$ cat config.mk
export PLATFORM = sky130hd
export DESIGN_NAME = pic_8259
export DESIGN_NICKNAME = d
export VERILOG_FILES = /design/src/hdl/pic_pkg.sv /design/src/hdl/bus_interface.sv /design/src/hdl/in_service_register.sv /design/src/hdl/input_sync.sv /design/src/hdl/pic_8259.sv /design/src/hdl/pic_control.sv /design/src/hdl/priority_resolver.sv /design/src/hdl/request_register.sv
export VERILOG_INCLUDE_DIRS = /design/src /design/src/hdl
export SDC_FILE = /design/constraint.sdc
export NUM_CORES = 1
export LEC_CHECK = 0
export BUFFER_PORTS_ARGS = -buffer_cell sky130_fd_sc_hd__clkbuf_2
export CAP_MARGIN = 10
export CELL_PAD_IN_SITES_DETAIL_PLACEMENT = 0
export CELL_PAD_IN_SITES_GLOBAL_PLACEMENT = 1
export CORE_MARGIN = 1
export CORE_UTILIZATION = 47
export DETAILED_ROUTE_END_ITERATION = 10
export HOLD_SLACK_MARGIN = 0.15
export PLACE_DENSITY = 0.82
export SYNTH_ARGS = -nofsm -noshare
export SYNTH_HDL_FRONTEND = slang
export SYNTH_SLANG_ARGS = --single-unit
$ cat constraint.sdc
create_clock -name clk -period 6.32 [get_ports clk]
set_input_delay 1.896 -clock clk [delete_from_list [all_inputs] [get_ports clk]]
set_output_delay 1.896 -clock clk [all_outputs]
set_load 0.03 [all_outputs]
$ cat src/hdl/pic_config.svh
`ifndef PIC_CONFIG_SVH
`define PIC_CONFIG_SVH

// Request lines on one device
`define PIC_LINES 8

// Level number width, log2 of the line count
`define PIC_LEVEL_W 3

// Vector base from ICW2 bits 7:3
`define PIC_VEC_BASE_W 5

// Flop stages on every pin input
`define PIC_SYNC_STAGES 2

`endif

$ cat src/hdl/pic_pkg.sv
`include "pic_config.svh"

package pic_pkg;

    typedef logic [`PIC_LINES-1:0]   irq_vec_t;  // One bit per IR line
    typedef logic [`PIC_LEVEL_W-1:0] level_t;    // IR level number

    // Strobes, address and data share one synchronizer so they stay aligned
    typedef struct packed {
        logic       cs_n;
        logic       rd_n;
        logic       wr_n;
        logic       a0;
        logic [7:0] data;
    } bus_pins_t;

    // One-cycle record of a finished host write
    typedef struct packed {
        logic       valid;
        logic       a0;
        logic [7:0] data;
    } wr_event_t;

    typedef struct packed {
        logic                       ltim;         // Level triggered
        logic                       aeoi;         // Automatic EOI
        logic [`PIC_VEC_BASE_W-1:0] vector_base;  // Vector bits 7:3
    } pic_cfg_t;

    typedef enum logic {SEL_IRR, SEL_ISR} read_sel_t;

    typedef struct packed {
        logic   ack_set;      // Set ISR bit of level
        logic   clear_top;    // Non-specific or automatic EOI
        logic   clear_level;  // Specific EOI
        logic   rotate;       // Cleared level becomes lowest
        logic   set_prio;     // Load lowest priority from level
        level_t level;
    } isr_cmd_t;

    // ----------------------------------------
    // Command word fields
    // ----------------------------------------
    localparam int ICW1_FLAG     = 4;  // D4 set at A0=0 marks ICW1
    localparam int ICW1_LTIM     = 3;
    localparam int ICW1_IC4      = 0;
    localparam int ICW4_AEOI     = 1;
    localparam int OCW_TAG_LSB   = 3;  // D4:D3 pick OCW2 or OCW3
    localparam int OCW2_CODE_LSB = 5;  // R, SL, EOI
    localparam int OCW3_RR       = 1;
    localparam int OCW3_RIS      = 0;

    localparam logic [1:0] OCW2_TAG = 2'b00;
    localparam logic [1:0] OCW3_TAG = 2'b01;

    localparam logic [2:0] OCW2_NSEOI     = 3'b001;
    localparam logic [2:0] OCW2_SEOI      = 3'b011;
    localparam logic [2:0] OCW2_ROT_NSEOI = 3'b101;
    localparam logic [2:0] OCW2_SET_PRIO  = 3'b110;

endpackage

$ cat src/hdl/bus_interface.sv
`timescale 1ns/1ps

`include "pic_config.svh"

module bus_interface
    import pic_pkg::*;
(
    input  logic       clk,
    input  logic       rst,
    input  logic       cs_n,
    input  logic       rd_n,
    input  logic       wr_n,
    input  logic       a0,
    input  logic [7:0] d_in,
    input  logic       inta_n,
    output wr_event_t  wr_ev,
    output logic       inta_fall,
    output logic       inta_rise,
    output logic       rd_a0,
    input  logic [7:0] rd_data,
    output logic [7:0] d_out
);

    bus_pins_t pins_raw;
    bus_pins_t pins_s;
    bus_pins_t pins_prev;
    logic      inta_s;
    logic      inta_prev;
    logic      rd_active;
    logic      inta_active;

    assign pins_raw = '{cs_n, rd_n, wr_n, a0, d_in};

    input_sync #(.T(bus_pins_t), .STAGES(`PIC_SYNC_STAGES), .RST_VAL('1)) u_bus_sync (
        .clk       (clk),
        .rst       (rst),
        .din       (pins_raw),
        .dout      (pins_s),
        .dout_prev (pins_prev)
    );

    input_sync #(.T(logic), .STAGES(`PIC_SYNC_STAGES), .RST_VAL(1'b1)) u_inta_sync (
        .clk       (clk),
        .rst       (rst),
        .din       (inta_n),
        .dout      (inta_s),
        .dout_prev (inta_prev)
    );

    // ----------------------------------------
    // Write and INTA edges
    // ----------------------------------------
    always_comb
    begin
        wr_ev.valid = ~pins_prev.cs_n & ~pins_prev.wr_n & pins_s.wr_n;  // wr_n rise
        wr_ev.a0    = pins_prev.a0;
        wr_ev.data  = pins_prev.data;  // Value held while wr_n was low
    end

    assign inta_fall = inta_prev & ~inta_s;
    assign inta_rise = ~inta_prev & inta_s;

    // ----------------------------------------
    // Read data
    // ----------------------------------------
    assign rd_a0       = pins_s.a0;
    assign rd_active   = ~pins_s.cs_n & ~pins_s.rd_n;
    assign inta_active = ~inta_s;  // Control returns 0 on the first pulse

    always_ff @(posedge clk)
    begin
        if (rst)
            d_out <= '0;
        else if (rd_active || inta_active)
            d_out <= rd_data;
        else
            d_out <= '0;  // Bus idles low
    end

    // Host keeps its writes at least 4 cycles apart
    assert property (@(posedge clk) disable iff (rst)
        wr_ev.valid |=> !wr_ev.valid ##1 !wr_ev.valid ##1 !wr_ev.valid);

endmodule

$ cat src/hdl/in_service_register.sv
`timescale 1ns/1ps

module in_service_register
    import pic_pkg::*;
(
    input  logic     clk,
    input  logic     rst,
    input  isr_cmd_t isr_cmd,
    input  level_t   isr_level,
    output irq_vec_t isr
);

    irq_vec_t set_bits;
    irq_vec_t clr_bits;

    always_comb
    begin
        set_bits = '0;
        clr_bits = '0;
        if (isr_cmd.ack_set)
            set_bits[isr_cmd.level] = 1'b1;
        if (isr_cmd.clear_top)
            clr_bits[isr_level] = 1'b1;  // Top in-service level
        if (isr_cmd.clear_level)
            clr_bits[isr_cmd.level] = 1'b1;
    end

    always_ff @(posedge clk)
    begin
        if (rst)
            isr <= '0;
        else
            isr <= (isr & ~clr_bits) | set_bits;
    end

    // Resolver never grants a level already in service
    assert property (@(posedge clk) disable iff (rst)
        isr_cmd.ack_set |-> !isr[isr_cmd.level]);

endmodule

$ cat src/hdl/input_sync.sv
`timescale 1ns/1ps

module input_sync #(
    parameter type T       = logic,
    parameter int  STAGES  = 2,
    parameter T    RST_VAL = '0     // Idle level of the pins
) (
    input  logic clk,
    input  logic rst,
    input  T     din,
    output T     dout,
    output T     dout_prev
);

    T stage [STAGES];

    always_ff @(posedge clk)
    begin
        if (rst)
        begin
            for (int i = 0; i < STAGES; i++)
                stage[i] <= RST_VAL;
            dout_prev <= RST_VAL;
        end
        else
        begin
            stage[0] <= din;
            for (int i = 1; i < STAGES; i++)
                stage[i] <= stage[i-1];
            dout_prev <= stage[STAGES-1];  // One cycle behind dout, for edges
        end
    end

    assign dout = stage[STAGES-1];

    // Edge logic downstream relies on this pairing
    assert property (@(posedge clk) disable iff (rst)
        !$past(rst) |-> dout_prev == $past(dout));

endmodule

$ cat src/hdl/pic_8259.sv
`timescale 1ns/1ps

module pic_8259
    import pic_pkg::*;
(
    input  logic       clk,
    input  logic       rst,
    input  logic       cs_n,
    input  logic       rd_n,
    input  logic       wr_n,
    input  logic       a0,
    input  logic [7:0] d_in,
    input  logic       inta_n,
    input  irq_vec_t   ir,
    output logic [7:0] d_out,
    output logic       int_req
);

    wr_event_t  wr_ev;
    logic       inta_fall;
    logic       inta_rise;
    logic       rd_a0;
    logic [7:0] rd_data;
    pic_cfg_t   cfg;
    irq_vec_t   mask;
    isr_cmd_t   isr_cmd;
    logic       ack;
    level_t     ack_level;
    irq_vec_t   irr;
    irq_vec_t   isr;
    logic       pend_valid;
    level_t     pend_level;
    logic       isr_valid;
    level_t     isr_level;
    logic       int_wanted;

    bus_interface u_bus (
        .clk       (clk),
        .rst       (rst),
        .cs_n      (cs_n),
        .rd_n      (rd_n),
        .wr_n      (wr_n),
        .a0        (a0),
        .d_in      (d_in),
        .inta_n    (inta_n),
        .wr_ev     (wr_ev),
        .inta_fall (inta_fall),
        .inta_rise (inta_rise),
        .rd_a0     (rd_a0),
        .rd_data   (rd_data),
        .d_out     (d_out)
    );

    pic_control u_ctrl (
        .clk        (clk),
        .rst        (rst),
        .wr_ev      (wr_ev),
        .inta_fall  (inta_fall),
        .inta_rise  (inta_rise),
        .rd_a0      (rd_a0),
        .pend_valid (pend_valid),
        .pend_level (pend_level),
        .int_wanted (int_wanted),
        .irr        (irr),
        .isr        (isr),
        .cfg        (cfg),
        .mask       (mask),
        .isr_cmd    (isr_cmd),
        .ack        (ack),
        .ack_level  (ack_level),
        .rd_data    (rd_data),
        .int_req    (int_req)
    );

    request_register u_irr (
        .clk       (clk),
        .rst       (rst),
        .ir        (ir),
        .ltim      (cfg.ltim),
        .ack       (ack),
        .ack_level (ack_level),
        .irr       (irr)
    );

    priority_resolver u_prio (
        .clk        (clk),
        .rst        (rst),
        .irr        (irr),
        .mask       (mask),
        .isr        (isr),
        .isr_cmd    (isr_cmd),
        .pend_valid (pend_valid),
        .pend_level (pend_level),
        .isr_valid  (isr_valid),
        .isr_level  (isr_level),
        .int_wanted (int_wanted)
    );

    in_service_register u_isr (
        .clk       (clk),
        .rst       (rst),
        .isr_cmd   (isr_cmd),
        .isr_level (isr_level),
        .isr       (isr)
    );

endmodule

$ cat src/hdl/pic_control.sv
`timescale 1ns/1ps

`include "pic_config.svh"

module pic_control
    import pic_pkg::*;
(
    input  logic       clk,
    input  logic       rst,
    input  wr_event_t  wr_ev,
    input  logic       inta_fall,
    input  logic       inta_rise,
    input  logic       rd_a0,
    input  logic       pend_valid,
    input  level_t     pend_level,
    input  logic       int_wanted,
    input  irq_vec_t   irr,
    input  irq_vec_t   isr,
    output pic_cfg_t   cfg,
    output irq_vec_t   mask,
    output isr_cmd_t   isr_cmd,
    output logic       ack,
    output level_t     ack_level,
    output logic [7:0] rd_data,
    output logic       int_req
);

    typedef enum logic [1:0] {INIT_ICW1, INIT_ICW2, INIT_ICW4, INIT_READY} init_state_t;
    typedef enum logic [1:0] {ACK_IDLE, ACK_P1, ACK_GAP, ACK_P2} ack_state_t;

    init_state_t init_state;
    ack_state_t  ack_state;
    logic        ic4;         // ICW4 expected
    read_sel_t   read_sel;
    level_t      vec_level;   // Level frozen at first INTA
    logic        ack_hit;     // First INTA found a live request
    logic        is_icw1;
    logic        is_ocw2;
    logic        is_ocw3;
    logic [2:0]  ocw2_code;
    logic        aeoi_clear;

    assign is_icw1 = wr_ev.valid && !wr_ev.a0 && wr_ev.data[ICW1_FLAG];
    assign is_ocw2 = wr_ev.valid && !wr_ev.a0 && init_state == INIT_READY
                     && wr_ev.data[OCW_TAG_LSB +: 2] == OCW2_TAG;
    assign is_ocw3 = wr_ev.valid && !wr_ev.a0 && init_state == INIT_READY
                     && wr_ev.data[OCW_TAG_LSB +: 2] == OCW3_TAG;
    assign ocw2_code = wr_ev.data[OCW2_CODE_LSB +: 3];

    // ----------------------------------------
    // Init sequence and configuration
    // ----------------------------------------
    always_ff @(posedge clk)
    begin
        if (rst)
        begin
            init_state <= INIT_ICW1;
            cfg        <= '0;
            ic4        <= 1'b0;
            mask       <= '0;
            read_sel   <= SEL_IRR;
        end
        else if (is_icw1)  // Restarts init from any state
        begin
            init_state <= INIT_ICW2;
            cfg.ltim   <= wr_ev.data[ICW1_LTIM];
            cfg.aeoi   <= 1'b0;  // Off unless ICW4 sets it
            ic4        <= wr_ev.data[ICW1_IC4];
            mask       <= '0;
            read_sel   <= SEL_IRR;
        end
        else if (wr_ev.valid && wr_ev.a0)
        begin
            case (init_state)
                INIT_ICW2:
                begin
                    cfg.vector_base <= wr_ev.data[7 -: `PIC_VEC_BASE_W];
                    init_state      <= ic4 ? INIT_ICW4 : INIT_READY;
                end
                INIT_ICW4:
                begin
                    cfg.aeoi   <= wr_ev.data[ICW4_AEOI];  // uPM ignored
                    init_state <= INIT_READY;
                end
                INIT_READY: mask <= wr_ev.data;  // OCW1
                default: ;
            endcase
        end
        else if (is_ocw3 && wr_ev.data[OCW3_RR])
            read_sel <= wr_ev.data[OCW3_RIS] ? SEL_ISR : SEL_IRR;
    end

    // ----------------------------------------
    // INTA sequence
    // ----------------------------------------
    always_ff @(posedge clk)
    begin
        if (rst)
            ack_state <= ACK_IDLE;
        else
            case (ack_state)
                ACK_IDLE: if (inta_fall) ack_state <= ACK_P1;
                ACK_P1:   if (inta_rise) ack_state <= ACK_GAP;
                ACK_GAP:  if (inta_fall) ack_state <= ACK_P2;
                ACK_P2:   if (inta_rise) ack_state <= ACK_IDLE;
            endcase
    end

    always_ff @(posedge clk)
    begin
        if (rst)
            ack_hit <= 1'b0;
        else if (inta_fall && ack_state == ACK_IDLE)
            ack_hit <= pend_valid;
    end

    always_ff @(posedge clk)
        if (inta_fall && ack_state == ACK_IDLE)
            vec_level <= pend_valid ? pend_level : '1;  // Spurious request answers IR7

    assign ack        = inta_fall && ack_state == ACK_IDLE && pend_valid;
    assign ack_level  = pend_level;
    assign aeoi_clear = inta_rise && ack_state == ACK_P2 && ack_hit && cfg.aeoi;

    // ISR commands, acknowledge first
    always_comb
    begin
        isr_cmd = '0;
        if (ack)
        begin
            isr_cmd.ack_set = 1'b1;
            isr_cmd.level   = pend_level;
        end
        else if (aeoi_clear)
            isr_cmd.clear_top = 1'b1;
        else if (is_icw1)
        begin
            isr_cmd.set_prio = 1'b1;  // IR7 lowest again
            isr_cmd.level    = '1;
        end
        else if (is_ocw2)
        begin
            isr_cmd.level = wr_ev.data[`PIC_LEVEL_W-1:0];
            case (ocw2_code)
                OCW2_NSEOI:     isr_cmd.clear_top   = 1'b1;
                OCW2_SEOI:      isr_cmd.clear_level = 1'b1;
                OCW2_SET_PRIO:  isr_cmd.set_prio    = 1'b1;
                OCW2_ROT_NSEOI:
                begin
                    isr_cmd.clear_top = 1'b1;
                    isr_cmd.rotate    = 1'b1;
                end
                default: ;  // Other codes ignored
            endcase
        end
    end

    // ----------------------------------------
    // Read mux and INT
    // ----------------------------------------
    always_comb
    begin
        if (ack_state == ACK_P2 || (ack_state == ACK_GAP && inta_fall))
            rd_data = {cfg.vector_base, vec_level};  // 8086 vector
        else if (ack_state == ACK_P1 || (ack_state == ACK_IDLE && inta_fall))
            rd_data = '0;  // First pulse carries no data
        else if (rd_a0)
            rd_data = mask;
        else
            rd_data = (read_sel == SEL_ISR) ? isr : irr;
    end

    always_ff @(posedge clk)
    begin
        if (rst)
            int_req <= 1'b0;
        else  // Held low from first INTA to second rise
            int_req <= init_state == INIT_READY && ack_state == ACK_IDLE
                       && !inta_fall && int_wanted;
    end

    // Acknowledged level is a live unmasked request
    assert property (@(posedge clk) disable iff (rst)
        ack |-> irr[ack_level] && !mask[ack_level]);

endmodule

$ cat src/hdl/priority_resolver.sv
`timescale 1ns/1ps

`include "pic_config.svh"

module priority_resolver
    import pic_pkg::*;
(
    input  logic     clk,
    input  logic     rst,
    input  irq_vec_t irr,
    input  irq_vec_t mask,
    input  irq_vec_t isr,
    input  isr_cmd_t isr_cmd,
    output logic     pend_valid,
    output level_t   pend_level,
    output logic     isr_valid,
    output level_t   isr_level,
    output logic     int_wanted
);

    level_t   lowest;    // Lowest priority level
    level_t   top_prio;  // Highest priority level
    irq_vec_t req_rot;
    irq_vec_t isr_rot;
    level_t   req_rank;  // 0 is highest priority
    level_t   isr_rank;

    // Bit 0 of the result is level n
    function automatic irq_vec_t rotate_down(irq_vec_t v, level_t n);
        irq_vec_t r;
        for (int i = 0; i < `PIC_LINES; i++)
            r[i] = v[(i + int'(n)) % `PIC_LINES];
        return r;
    endfunction

    function automatic level_t first_set(irq_vec_t v);
        level_t idx;
        idx = '0;
        for (int i = `PIC_LINES - 1; i >= 0; i--)
            if (v[i])
                idx = level_t'(i);
        return idx;
    endfunction

    always_ff @(posedge clk)
    begin
        if (rst)
            lowest <= '1;  // IR0 highest
        else if (isr_cmd.set_prio)
            lowest <= isr_cmd.level;
        else if (isr_cmd.rotate && isr_cmd.clear_top && isr_valid)
            lowest <= isr_level;  // Serviced level drops to the bottom
    end

    assign top_prio = lowest + 1'b1;
    assign req_rot  = rotate_down(irr & ~mask, top_prio);
    assign isr_rot  = rotate_down(isr, top_prio);
    assign req_rank = first_set(req_rot);
    assign isr_rank = first_set(isr_rot);

    assign pend_valid = |req_rot;
    assign pend_level = req_rank + top_prio;
    assign isr_valid  = |isr_rot;
    assign isr_level  = isr_rank + top_prio;

    // Fully nested mode, only a strictly higher level interrupts service
    assign int_wanted = pend_valid && (!isr_valid || req_rank < isr_rank);

endmodule

$ cat src/hdl/request_register.sv
`timescale 1ns/1ps

`include "pic_config.svh"

module request_register
    import pic_pkg::*;
(
    input  logic     clk,
    input  logic     rst,
    input  irq_vec_t ir,
    input  logic     ltim,
    input  logic     ack,
    input  level_t   ack_level,
    output irq_vec_t irr
);

    irq_vec_t ir_s;
    irq_vec_t ir_prev;
    irq_vec_t ack_bit;

    input_sync #(.T(irq_vec_t), .STAGES(`PIC_SYNC_STAGES)) u_ir_sync (
        .clk       (clk),
        .rst       (rst),
        .din       (ir),
        .dout      (ir_s),
        .dout_prev (ir_prev)
    );

    always_comb
    begin
        ack_bit = '0;
        if (ack)
            ack_bit[ack_level] = 1'b1;
    end

    always_ff @(posedge clk)
    begin
        if (rst)
            irr <= '0;
        else if (ltim)
            irr <= ir_s;  // Level mode tracks the lines
        else
            irr <= (irr & ~ack_bit) | (ir_s & ~ir_prev);  // New edge beats the clear
    end

endmodule

Word-level counts from Yosys, hierarchy flattened
Memories as Yosys holds them, arrays and structs flattened.
Index checks and enable logic that the tools add are counted.
- $add $sub $neg: 10
- $lt $le $gt $ge: 15
- equality and inequality tests: 15
- muxes and demuxes: 110
- bitwise operators: 38
- reductions and logical operators: 54
- operator list (kind ; number):
    8-bit two-way mux ; 11
    3-bit two-way mux ; 20
    1-bit binary-select mux with 3-bit select ; 16
    1-bit two-way mux ; 48
    4-bit by 5-bit < comparator with 1-bit output (second input constant) ; 7
    8-bit bitwise AND ; 4
    8-bit inverter ; 4
    12-bit two-way mux ; 2
    8-bit bitwise OR ; 3
    1-bit logical AND ; 22
    3-bit OR reduction ; 7
    3-bit by 4-bit < comparator with 1-bit output (second input constant) ; 4
    8-bit OR reduction ; 2
    3-bit adder (first input constant) ; 4
    2-bit AND reduction ; 5
    1-bit demux with 3-bit select ; 3
    3-bit by 1-bit greater-or-equal comparator with 1-bit output (second input constant) ; 3
    1-bit inverter ; 9
    2-bit equality test (second input constant) ; 4
    2-bit two-way mux ; 4
    4-bit two-way mux ; 2
    2-bit by 1-bit != test with 1-bit output (second input constant) ; 4
    2-bit case mux with 4 select lines ; 1
    1-bit bitwise AND (first input constant) ; 7
    other kinds (22) ; 46
- bits in registers: 73
- RAM bits: 42
- input bits: 23
- output and inout bits: 9
- logic and storage cells: 267
- memories: 3
- memories (name ; depth ; bits a word ; read ports ; clocked after Yosys merged registers in ; wr ports ; line ; source):
    u_bus.u_bus_sync.stage ; 2 ; 12 ; 2 ; 0 ; 2 ; input_sync.sv:15 ; T stage [STAGES];
    u_irr.u_ir_sync.stage ; 2 ; 8 ; 2 ; 0 ; 2 ; input_sync.sv:15 ;
    u_bus.u_inta_sync.stage ; 2 ; 1 ; 2 ; 0 ; 2 ; input_sync.sv:15 ;

Depth between registers and ports, before layout
Gate-level depths: netlist of run 1.
- depth in word-level cells: 26
- depth in mapped cells: 20

Hierarchy
Synthesis of run 1 repeated with hierarchy kept, for this count alone.
- cell total of the unflattened synthesis: 598
- area, all modules: 6278.5 sq um
- by module, submodules not included (module ; times used ; cells each ; area an instance (sq um) ; seq. area each (sq um)):
    pic_control ; 1 ; 172 ; 1572.8 ; 550.5
    priority_resolver ; 1 ; 163 ; 1566.5 ; 60.1
    input_sync (u_bus.u_bus_sync) ; 1 ; 87 ; 1069.8 ; 720.7
    input_sync (u_irr.u_ir_sync) ; 1 ; 58 ; 753.2 ; 480.5
    in_service_register ; 1 ; 48 ; 499.2 ; 160.2
    request_register ; 1 ; 43 ; 437.9 ; 160.2
    bus_interface ; 1 ; 21 ; 300.3 ; 160.2
    input_sync (u_bus.u_inta_sync) ; 1 ; 6 ; 78.8 ; 60.1

Least setup slack after synthesis of run 1
OpenSTA, ideal clock, no wires.
- kind: register -> register
- start point: register u_prio.lowest[0]
- end point: register u_irr.irr[6]
- setup time: 71 ps
- arrival time: 4544 ps
- path slack: 1706 ps
- cell stages (with the launch flop): 20
- path buffers: 5
- period minus slack after synthesis: 4614 ps
- path through: dfxtp_1 buf_6 buf_6 buf_2 inv_1 ha_1 buf_2 buf_2 and4b_1 or4_1 mux2_2 a21oi_1 o21ai_0 a21o_1 ha_1 fa_1 xnor2_1 mux2_2 a311o_1 a21oi_1
- cells in the longest elaborated chain, start to end: 23
- RTL lines (element ; line ; source):
    start, declared ; priority_resolver.sv:21 ; level_t lowest;
    start signal, assigned ; priority_resolver.sv:50 ; lowest <= isr_cmd.level;
    start signal, assigned ; priority_resolver.sv:52 ; lowest <= isr_level;
    3-bit by 1-bit adder with 3-bit output * ; priority_resolver.sv:55 ; assign top_prio = lowest + 1'b1;
    3-bit adder ; priority_resolver.sv:32 ; r[i] = v[(i + int'(n)) % `PIC_LINES];
    1-bit binary-select mux with 3-bit select ; priority_resolver.sv:32 ;
    1-bit two-way mux (2 in series) ; priority_resolver.sv:32 ;
    3-bit two-way mux (8 in series) ; priority_resolver.sv:40 ; if (v[i])
    3-bit adder ; priority_resolver.sv:62 ; assign pend_level = req_rank + top_prio;
    3-bit by 4-bit < comparator with 1-bit output (not written as such) or 3-bit by 1-bit greater-or-equal comparator with 1-bit output (tied branches) ; request_register.sv:33 ; ack_bit[ack_level] = 1'b1;
    1-bit logical AND (not written as such) ; request_register.sv:33 ;
    1-bit two-way mux (not written as such) ; request_register.sv:33 ;
    1-bit demux with 3-bit select ; -- ;
    8-bit two-way mux * ; request_register.sv:32 ; if (ack)
    8-bit inverter * ; request_register.sv:43 ; irr <= (irr & ~ack_bit) | (ir_s & ~ir_prev);
    8-bit bitwise AND * ; request_register.sv:43 ;
    8-bit bitwise OR * ; request_register.sv:43 ;
    8-bit two-way mux * ; request_register.sv:40 ; else if (ltim)
    end signal, assigned ; request_register.sv:41 ; irr <= ir_s;
    end signal, assigned ; request_register.sv:43 ;
    end, declared ; request_register.sv:14 ; output irq_vec_t irr
Every way passes the cells marked *; elsewhere a longest branch is shown, timed or not. The select of a mux whose other input is x is not followed.
A chain may end at the register's enable or synchronous reset.

Final worst setup path of run 1
- start point: register u_prio.lowest[0]
- end point: register u_isr.isr[0]
- cells in the longest elaborated chain, start to end: 24
- RTL lines (element ; line ; source):
    3-bit by 1-bit adder with 3-bit output * ; priority_resolver.sv:55 ;
    3-bit adder ; priority_resolver.sv:32 ;
    1-bit binary-select mux with 3-bit select ; priority_resolver.sv:32 ;
    1-bit two-way mux (2 in series) ; priority_resolver.sv:32 ;
    3-bit two-way mux (8 in series) ; priority_resolver.sv:40 ;
    3-bit adder, on equally long branches ; priority_resolver.sv:62, priority_resolver.sv:64 ;
    3-bit two-way mux (tied with other cells) ; pic_control.sv:129 ; if (ack)
    3-bit by 4-bit < comparator with 1-bit output (not written as such) (tied with other cells) ; in_service_register.sv:21, in_service_register.sv:25 ;
    1-bit logical AND (not written as such) or 1-bit two-way mux (tied branches) ; in_service_register.sv:21, in_service_register.sv:25, in_service_register.sv:23 ;
    1-bit two-way mux (not written as such) or 1-bit demux with 3-bit select (tied branches) ; -- ;
    1-bit demux with 3-bit select or 8-bit two-way mux (tied branches) ; -- ;
    8-bit bitwise OR (no line) ; -- ;
    8-bit two-way mux ; in_service_register.sv:24 ; if (isr_cmd.clear_level)
    8-bit inverter ; in_service_register.sv:33 ; isr <= (isr & ~clr_bits) | set_bits;
    8-bit bitwise AND ; in_service_register.sv:33 ;
    8-bit bitwise OR * ; in_service_register.sv:33 ;
    end signal, assigned ; in_service_register.sv:33 ;
    end, declared ; in_service_register.sv:10 ; output irq_vec_t isr
Marks and branches as above.

==> impl_metrics.tcl, run 1 <==
set metrics [dict create \
    synthCells 623 \
    holdWs_ns 0.405 \
    worstMarginPinSlew_ns 0.671 \
    cts-hold-fix-buffers 0 \
    htreeDepth 4 \
    p_leak_nw 2.53 \
    intPower_mw 1.49 \
    clk_latency_ns 0.41 \
    first_global_vias 4491 \
    crit_start "u_prio.lowest[0]$_SDFFE_PP1P_" \
    core_area_um2 12000 \
    die_w_um 113 \
    drv_slew 0 \
    grt.total_usage_pct 23.0 \
    ys.warnings.count 0 \
    worstPathMaxFanout 18 \
    root_buffer "clkbuf_16" \
    diodes 0 \
    gp_congestion 0.936 \
    critPathLaunchType "flip-flop" \
    ys.flop_type "dfxtp_1" \
    p_clk_share_pct 51.3 \
    die_area_um2 12700 \
    placed_area_um2 5990 \
    finalCritPeriodShare_pct 71.8 \
    power_mw 1.96 \
    yosysTopAreaCell "dfxtp_1" \
    mostFrequentLayoutCells "dfxtp_1, nor2_1, a21oi_1, nand2_1, or2_2" \
    fin_util_pct 55.4 \
    netlist.area_leader.share_pct 39.0 \
    place_inst 777 \
    post_cts_buffers 0 \
    syn_nets 662 \
    mostFrequentLayoutCell "dfxtp_1" \
    place_ws_ns 1.88 \
    switchingPower_uw 478 \
    rows 40 \
    cts_buffers 17 \
    io_pins 32 \
    ys_seq_elements 115 \
    cts_tree "done" \
    cts_resized 0 \
    initial_core_util_pct 48.0 \
    maxClockFrequency_mhz 220 \
    nets 688 \
    powerDensity_nw_per_um2 296 \
    num_vias 4694 \
    clock-sinks 115 \
    portBuffers 31 \
    setup_viol 0 \
    syn_avg_cell_area_um2 9.22 \
    synth_cell_types 78 \
    fin_crit_ns 4.54 \
    rsz0062_at_grt "no" \
    hold_viol 0 \
    hp-start "u_bus.u_bus_sync.stage[0][10]$_SDFF_PP1_" \
    vias_per_cell 5.80 \
    drtIter0Drc 410 \
    drt_first_pass_iters 5 \
    finalNonFillerCells 809 \
    power.share.switching_pct 24.3 \
    synth_area_leaders "dfxtp_1, mux4_2, a21oi_1, or2_2, nor2_1" \
    fin_worst_skew_ns 0.00876 \
    outcome "complete, no violations" \
    seq_power_share_pct 39.5 \
    end_kind "flip-flop" \
    hp-class "flip-flop to flip-flop" \
    clk_pin_slew_ns 0.06 \
    cap_violations 0 \
    hpwl_um 9850 \
    die_h_um 113 \
    ir_drop_uv 297 \
    design_area_um2 6620 \
    clockBufferDepth 2 \
    wl_per_cell_um 17.0 \
    drt_wl_total_um 13800 \
    r2r_start "u_prio.lowest[0]$_SDFFE_PP1P_" \
    overflow 0 \
    drc 0 \
    grt_max_degree 56 \
    netlist_area_um2 5740 \
    final.setup.tns_ns 0 \
    antenna_found_initial 0 \
    power_frac_comb_pct 9.2 \
    cp.arrival_ns 4.86 \
    area_growth_pct 15.3 \
    critical_path_class "flip-flop to flip-flop" \
    synthArstFlopShare_pct 0 \
    yosysSeqAreaShare_pct 40.6 \
    slew_headroom_pct 55.0 \
    synth_enable_flop_cells 3 \
    ant_nets 0 \
    drive_gt1_share_pct 21.1 \
    grt_pass1_wl_um 22500 \
    crit_required_ns 6.64 \
    fin_ws_ns 1.78 \
]
==> synth_stat cells (4+ instances only) <==
cell type    n
buf_2        5
nor3_1      12
xnor2_1      5
dfxtp_1    112
o31ai_1      4
or2_2       39
ha_1        14
nor3b_2      4
clkbuf_1    19
o21ai_1      4
o21ai_0     15
o22ai_1      4
a21oi_1     49
and4b_1      4
nand2_1     47
o21a_1       4
nor4bb_1     9
mux2_2       4
nor2b_1     29
nand3_1     19
nand2b_1     6
nor2_1      57
nand4_1      6
nor4_1      12
mux4_2      11
nor4b_1      6
inv_1       23
mux2i_1     16
and3b_1      6
==> area by class of cell <==
cell class	count	area (µm²)
clock buffers	20	467
clock inverters	12	166
fillers	1072	5340
inverters	24	90.1
multi-input cells	454	3180
flip-flops and latches	115	2330
well taps	147	184
repair buffers	37	200
==> worst max-delay path, stage by stage (launching register included) <==
cell and delay (ns):
dfxtp_1 0.33, inv_1 0.09, ha_1 0.51, and4b_1 0.27
or4_1 0.56, mux2i_1 0.34, o21ai_0 0.20, a21o_1 0.22
ha_1 0.19, fa_1 0.38, xnor2_1 0.40, nor2_1 0.12
a221oi_2 0.41, o31ai_1 0.15, a221oi_2 0.27
==> path summary, 6_finish.rpt <==
check,slack [ns],cells past startpoint,to
setup / recovery,1.78,14,u_isr.isr[0]$_SDFF_PP0_
hold / removal,0.41,1,u_bus.u_bus_sync.stage[0][22]$_SDFF_PP1_
setup reg to reg,1.78,14,u_isr.isr[0]$_SDFF_PP0_
hold reg to reg,0.41,1,u_bus.u_bus_sync.stage[0][22]$_SDFF_PP1_
==> flip-flops by register name, summed over array words and instances (netlist names), 2 cells and up <==
register and count:
u_bus.u_bus_sync.dout_prev 11, u_bus.u_bus_sync.stage 24, u_irr.u_ir_sync.dout_prev 8, u_irr.irr 8
u_ctrl.cfg 7, u_prio.lowest 3, u_ctrl.init_state 2, u_bus.u_inta_sync.stage 2
u_irr.u_ir_sync.stage 16, u_bus.d_out 8, u_ctrl.mask 8, u_ctrl.vec_level 3
u_ctrl.ack_state 2, u_isr.isr 8
==> routing by layer <==
layer | GRT usage, % | wire length, µm | up-vias
met5 | 0 | 0 | -
met4 | 9.16 | 299 | 0
met3 | 5.45 | 620 | 27
met2 | 36.2 | 6360 | 143
met1 | 30.3 | 6490 | 2224
li1 | - | - | 2300
==> power groups by stage <==
stage	sequential (mW)	clock (mW)	combinational [mW]
after floorplan	0.781	0	0.135
after global placement	0.789	0	0.174
after detailed placement	0.790	0	0.179
after CTS	0.774	1.02	0.181
after global routing	0.777	1.06	0.201
final	0.775	1.01	0.181
==> kinds of logic (layout without fill, tap and decap cells) <==
group / after synthesis / after routing / synth area share, %
flip-flops: 115 / 115 / 40.6
AND/OR/NAND/NOR: 278 / 278 / 27.4
AO/OA/AOI/OAI: 119 / 119 / 13.7
adder cells (fa/ha/maj): 16 / 16 / 3.75
XOR/XNOR: 8 / 8 / 1.59
multiplexers: 33 / 33 / 8.80
buffers and inverters: 54 / 93 / 4.10
(Power assumes the default switching activity.)
==> run 2: changes to the inputs <==
--- a/config.mk
+++ b/config.mk
@@ -11,10 +11,10 @@
 export CELL_PAD_IN_SITES_DETAIL_PLACEMENT = 0
 export CELL_PAD_IN_SITES_GLOBAL_PLACEMENT = 1
 export CORE_MARGIN = 1
-export CORE_UTILIZATION = 47
+export CORE_UTILIZATION = 43
 export DETAILED_ROUTE_END_ITERATION = 10
 export HOLD_SLACK_MARGIN = 0.15
-export PLACE_DENSITY = 0.82
+export PLACE_DENSITY = 0.79
 export SYNTH_ARGS = -nofsm -noshare
 export SYNTH_HDL_FRONTEND = slang
 export SYNTH_SLANG_ARGS = --single-unit
==> constraint.sdc (replaced) <==
create_clock -name clk -period 4 [get_ports clk]
set_input_delay 1.2 -clock clk [delete_from_list [all_inputs] [get_ports clk]]
set_output_delay 1.2 -clock clk [all_outputs]
set_load 0.03 [all_outputs]
==> run 2 against run 1 <==
Against the previous run: critical path depth rose by 1; sequential power rose by 59%; worst hold slack improved by 0.00051 ns; routed wire length rose by 3.5%; combinational power rose by 70%; fmax rose by 15%; die area rose by 9.1%; register-to-register slack got worse by 1.7 ns; critical path type unchanged; critical endpoint is now u_irr.irr[6]$_SDFF_PP0_; largest power group unchanged; highest routed layer unchanged.
==> impl_metrics.tcl, run 2 (synthesized netlist as in run 1, its figures left out) <==
set metrics [dict create \
    outcome "complete, no violations" \
    reg2reg_depth 15 \
    worstPathMaxFanout 11 \
    drt_first_pass_iters 5 \
    hold_viol 0 \
    grt_max_degree 65 \
    cts-hold-fix-buffers 0 \
    maxClockFrequency_mhz 252 \
    cap_violations 0 \
    hp-start "u_bus.u_bus_sync.stage[0][2]$_SDFF_PP1_" \
    area_growth_pct 20.8 \
    mostFrequentLayoutCell "dfxtp_1" \
    cts_buffers 17 \
    drc 0 \
    antenna_found_initial 0 \
    drtIter0Drc 367 \
    reg_top3 "u_bus.u_bus_sync.stage x24, u_irr.u_ir_sync.stage x16, u_bus.u_bus_sync.dout_prev x11" \
    clk_pin_slew_ns 0.06 \
    mostFrequentLayoutCells "dfxtp_1, nor2_1, nand2_1, a21oi_1, or2_2" \
    nets 704 \
    core_area_um2 12800 \
    finalCritPeriodShare_pct 99.1 \
    critPathLaunchType "flip-flop" \
    wl_per_cell_um 16.8 \
    clock-sinks 115 \
    place_inst 813 \
    die_h_um 118 \
    portBuffers 31 \
    rsz0062_at_grt "yes" \
    root_buffer "clkbuf_16" \
    fin_worst_skew_ns 0.0131 \
    clk_latency_ns 0.41 \
    cp.arrival_ns 4.30 \
    hold_depth 1 \
    num_vias 4740 \
    r2r_start "u_prio.lowest[0]$_SDFFE_PP1P_" \
    diodes 0 \
    gp_congestion 0.948 \
    powerDensity_nw_per_um2 445 \
    htreeDepth 4 \
    finalNonFillerCells 850 \
    drive_gt1_share_pct 26.3 \
    end_kind "flip-flop" \
    power_mw 3.09 \
    fin_crit_ns 3.96 \
    slew_headroom_pct 57.0 \
    place_ws_ns 0.0301 \
    first_global_vias 4504 \
    p_leak_nw 2.62 \
    fin_ws_ns 0.0380 \
    grt_pass1_wl_um 23100 \
    largest_reg_flops 24 \
    filler_cell_count 1201 \
    hpwl_um 10200 \
    grt.total_usage_pct 21.2 \
    io_pins 32 \
    initial_core_util_pct 44.8 \
    rows 41 \
    clockBufferDepth 2 \
    vias_per_cell 5.58 \
    setup_viol 0 \
    ant_nets 0 \
    cts_tree "done" \
    overflow 0 \
    ir_drop_uv 432 \
    fin_util_pct 54.1 \
    worstMarginPinSlew_ns 0.636 \
    hp-class "flip-flop to flip-flop" \
    drv_slew 0 \
    worstReg2RegEnd "u_irr.irr[6]$_SDFF_PP0_" \
    rrSetupSlack_ns 0.04 \
    hold-path-endpoint "u_bus.u_bus_sync.stage[0][14]$_SDFF_PP1_" \
    critical_path_class "flip-flop to flip-flop" \
    die_w_um 118 \
    largest_register "u_bus.u_bus_sync.stage" \
    drt_wl_total_um 14300 \
    die_area_um2 13800 \
    crit_required_ns 4.34 \
]
==> run 2: report_power, final <==
part           switching, mW  internal (mW)  total (mW)
combinational          0.180          0.127       0.307
sequential            0.0313           1.19        1.23
clock                  0.551           1.00        1.55
total                  0.762           2.33        3.09
==> run 2: through the flow <==
| stage | hold slack [ns] | area [µm²] | setup TNS (ns) |
|---|---|---|---|
| 2_1_floorplan | 0.389 | 5850 | -0.621 |
| 3_3_place_gp | 0.393 | 6200 | 0 |
| 3_5_place_dp | 0.394 | 6200 | 0 |
| 4_1_cts | 0.407 | 6850 | 0 |
| 5_1_grt | 0.415 | 6940 | -0.460 |
| 6_report | 0.406 | 6940 | 0 |
==> run 2: area by class of cell <==
cell class                 count  area [µm²]  area share (%)
inverter                      24        92.6            1.34
clock buffer                  19         443            6.39
sequential                   115        2340            33.7
timing repair buffer          53         340            4.91
tap                          172         215            3.10
clock inverter                13         171            2.47
multi-input combinational    454        3340            48.1
==> run 2: per-layer routing <==
| layer | GRT usage [%] | vias to the layer above | wire (µm) |
|---|---|---|---|
| met3 | 5.43 | 29 | 898 |
| met5 | 0 | - | 0 |
| met2 | 32.8 | 162 | 6420 |
| li1 | - | 2317 | - |
| met4 | 9.54 | 0 | 338 |
| met1 | 27.8 | 2232 | 6600 |
==> run 2: worst max path at each step <==
stage                     cells after the start                           from                      end  slack (ns)
final                                        15  u_prio.lowest[0]$_SDFFE_PP1P_  u_irr.irr[6]$_SDFF_PP0_        0.04
after CTS                                    15  u_prio.lowest[0]$_SDFFE_PP1P_  u_irr.irr[6]$_SDFF_PP0_        0.03
after floorplan                              19  u_prio.lowest[0]$_SDFFE_PP1P_  u_irr.irr[6]$_SDFF_PP0_       -0.16
after detailed placement                     14  u_prio.lowest[0]$_SDFFE_PP1P_  u_irr.irr[6]$_SDFF_PP0_        0.03
after global routing                         15  u_prio.lowest[0]$_SDFFE_PP1P_  u_irr.irr[6]$_SDFF_PP0_       -0.09
after global placement                       14  u_prio.lowest[0]$_SDFFE_PP1P_  u_irr.irr[6]$_SDFF_PP0_        0.09
==> run 2: repair_timing <==
| item | CTS | global route |
|---|---|---|
| setup endpoints to repair | 1 | 17 |
| resized for setup | 2 | 19 |
| buffers inserted | 5 | 0 |
| pin swaps | 3 | 8 |
==> run 2: worst max-delay path, stage by stage (launching register included) <==
cell     delay [ns]
dfxtp_4        0.36
inv_4          0.05
ha_4           0.25
buf_8          0.14
and4b_1        0.16
or4_4          0.52
mux2_4         0.28
a21oi_2        0.11
o21ai_1        0.09
a21o_1         0.19
ha_2           0.18
fa_2           0.40
xnor2_4        0.31
mux2_4         0.37
a311o_1        0.36
a21oi_2        0.11
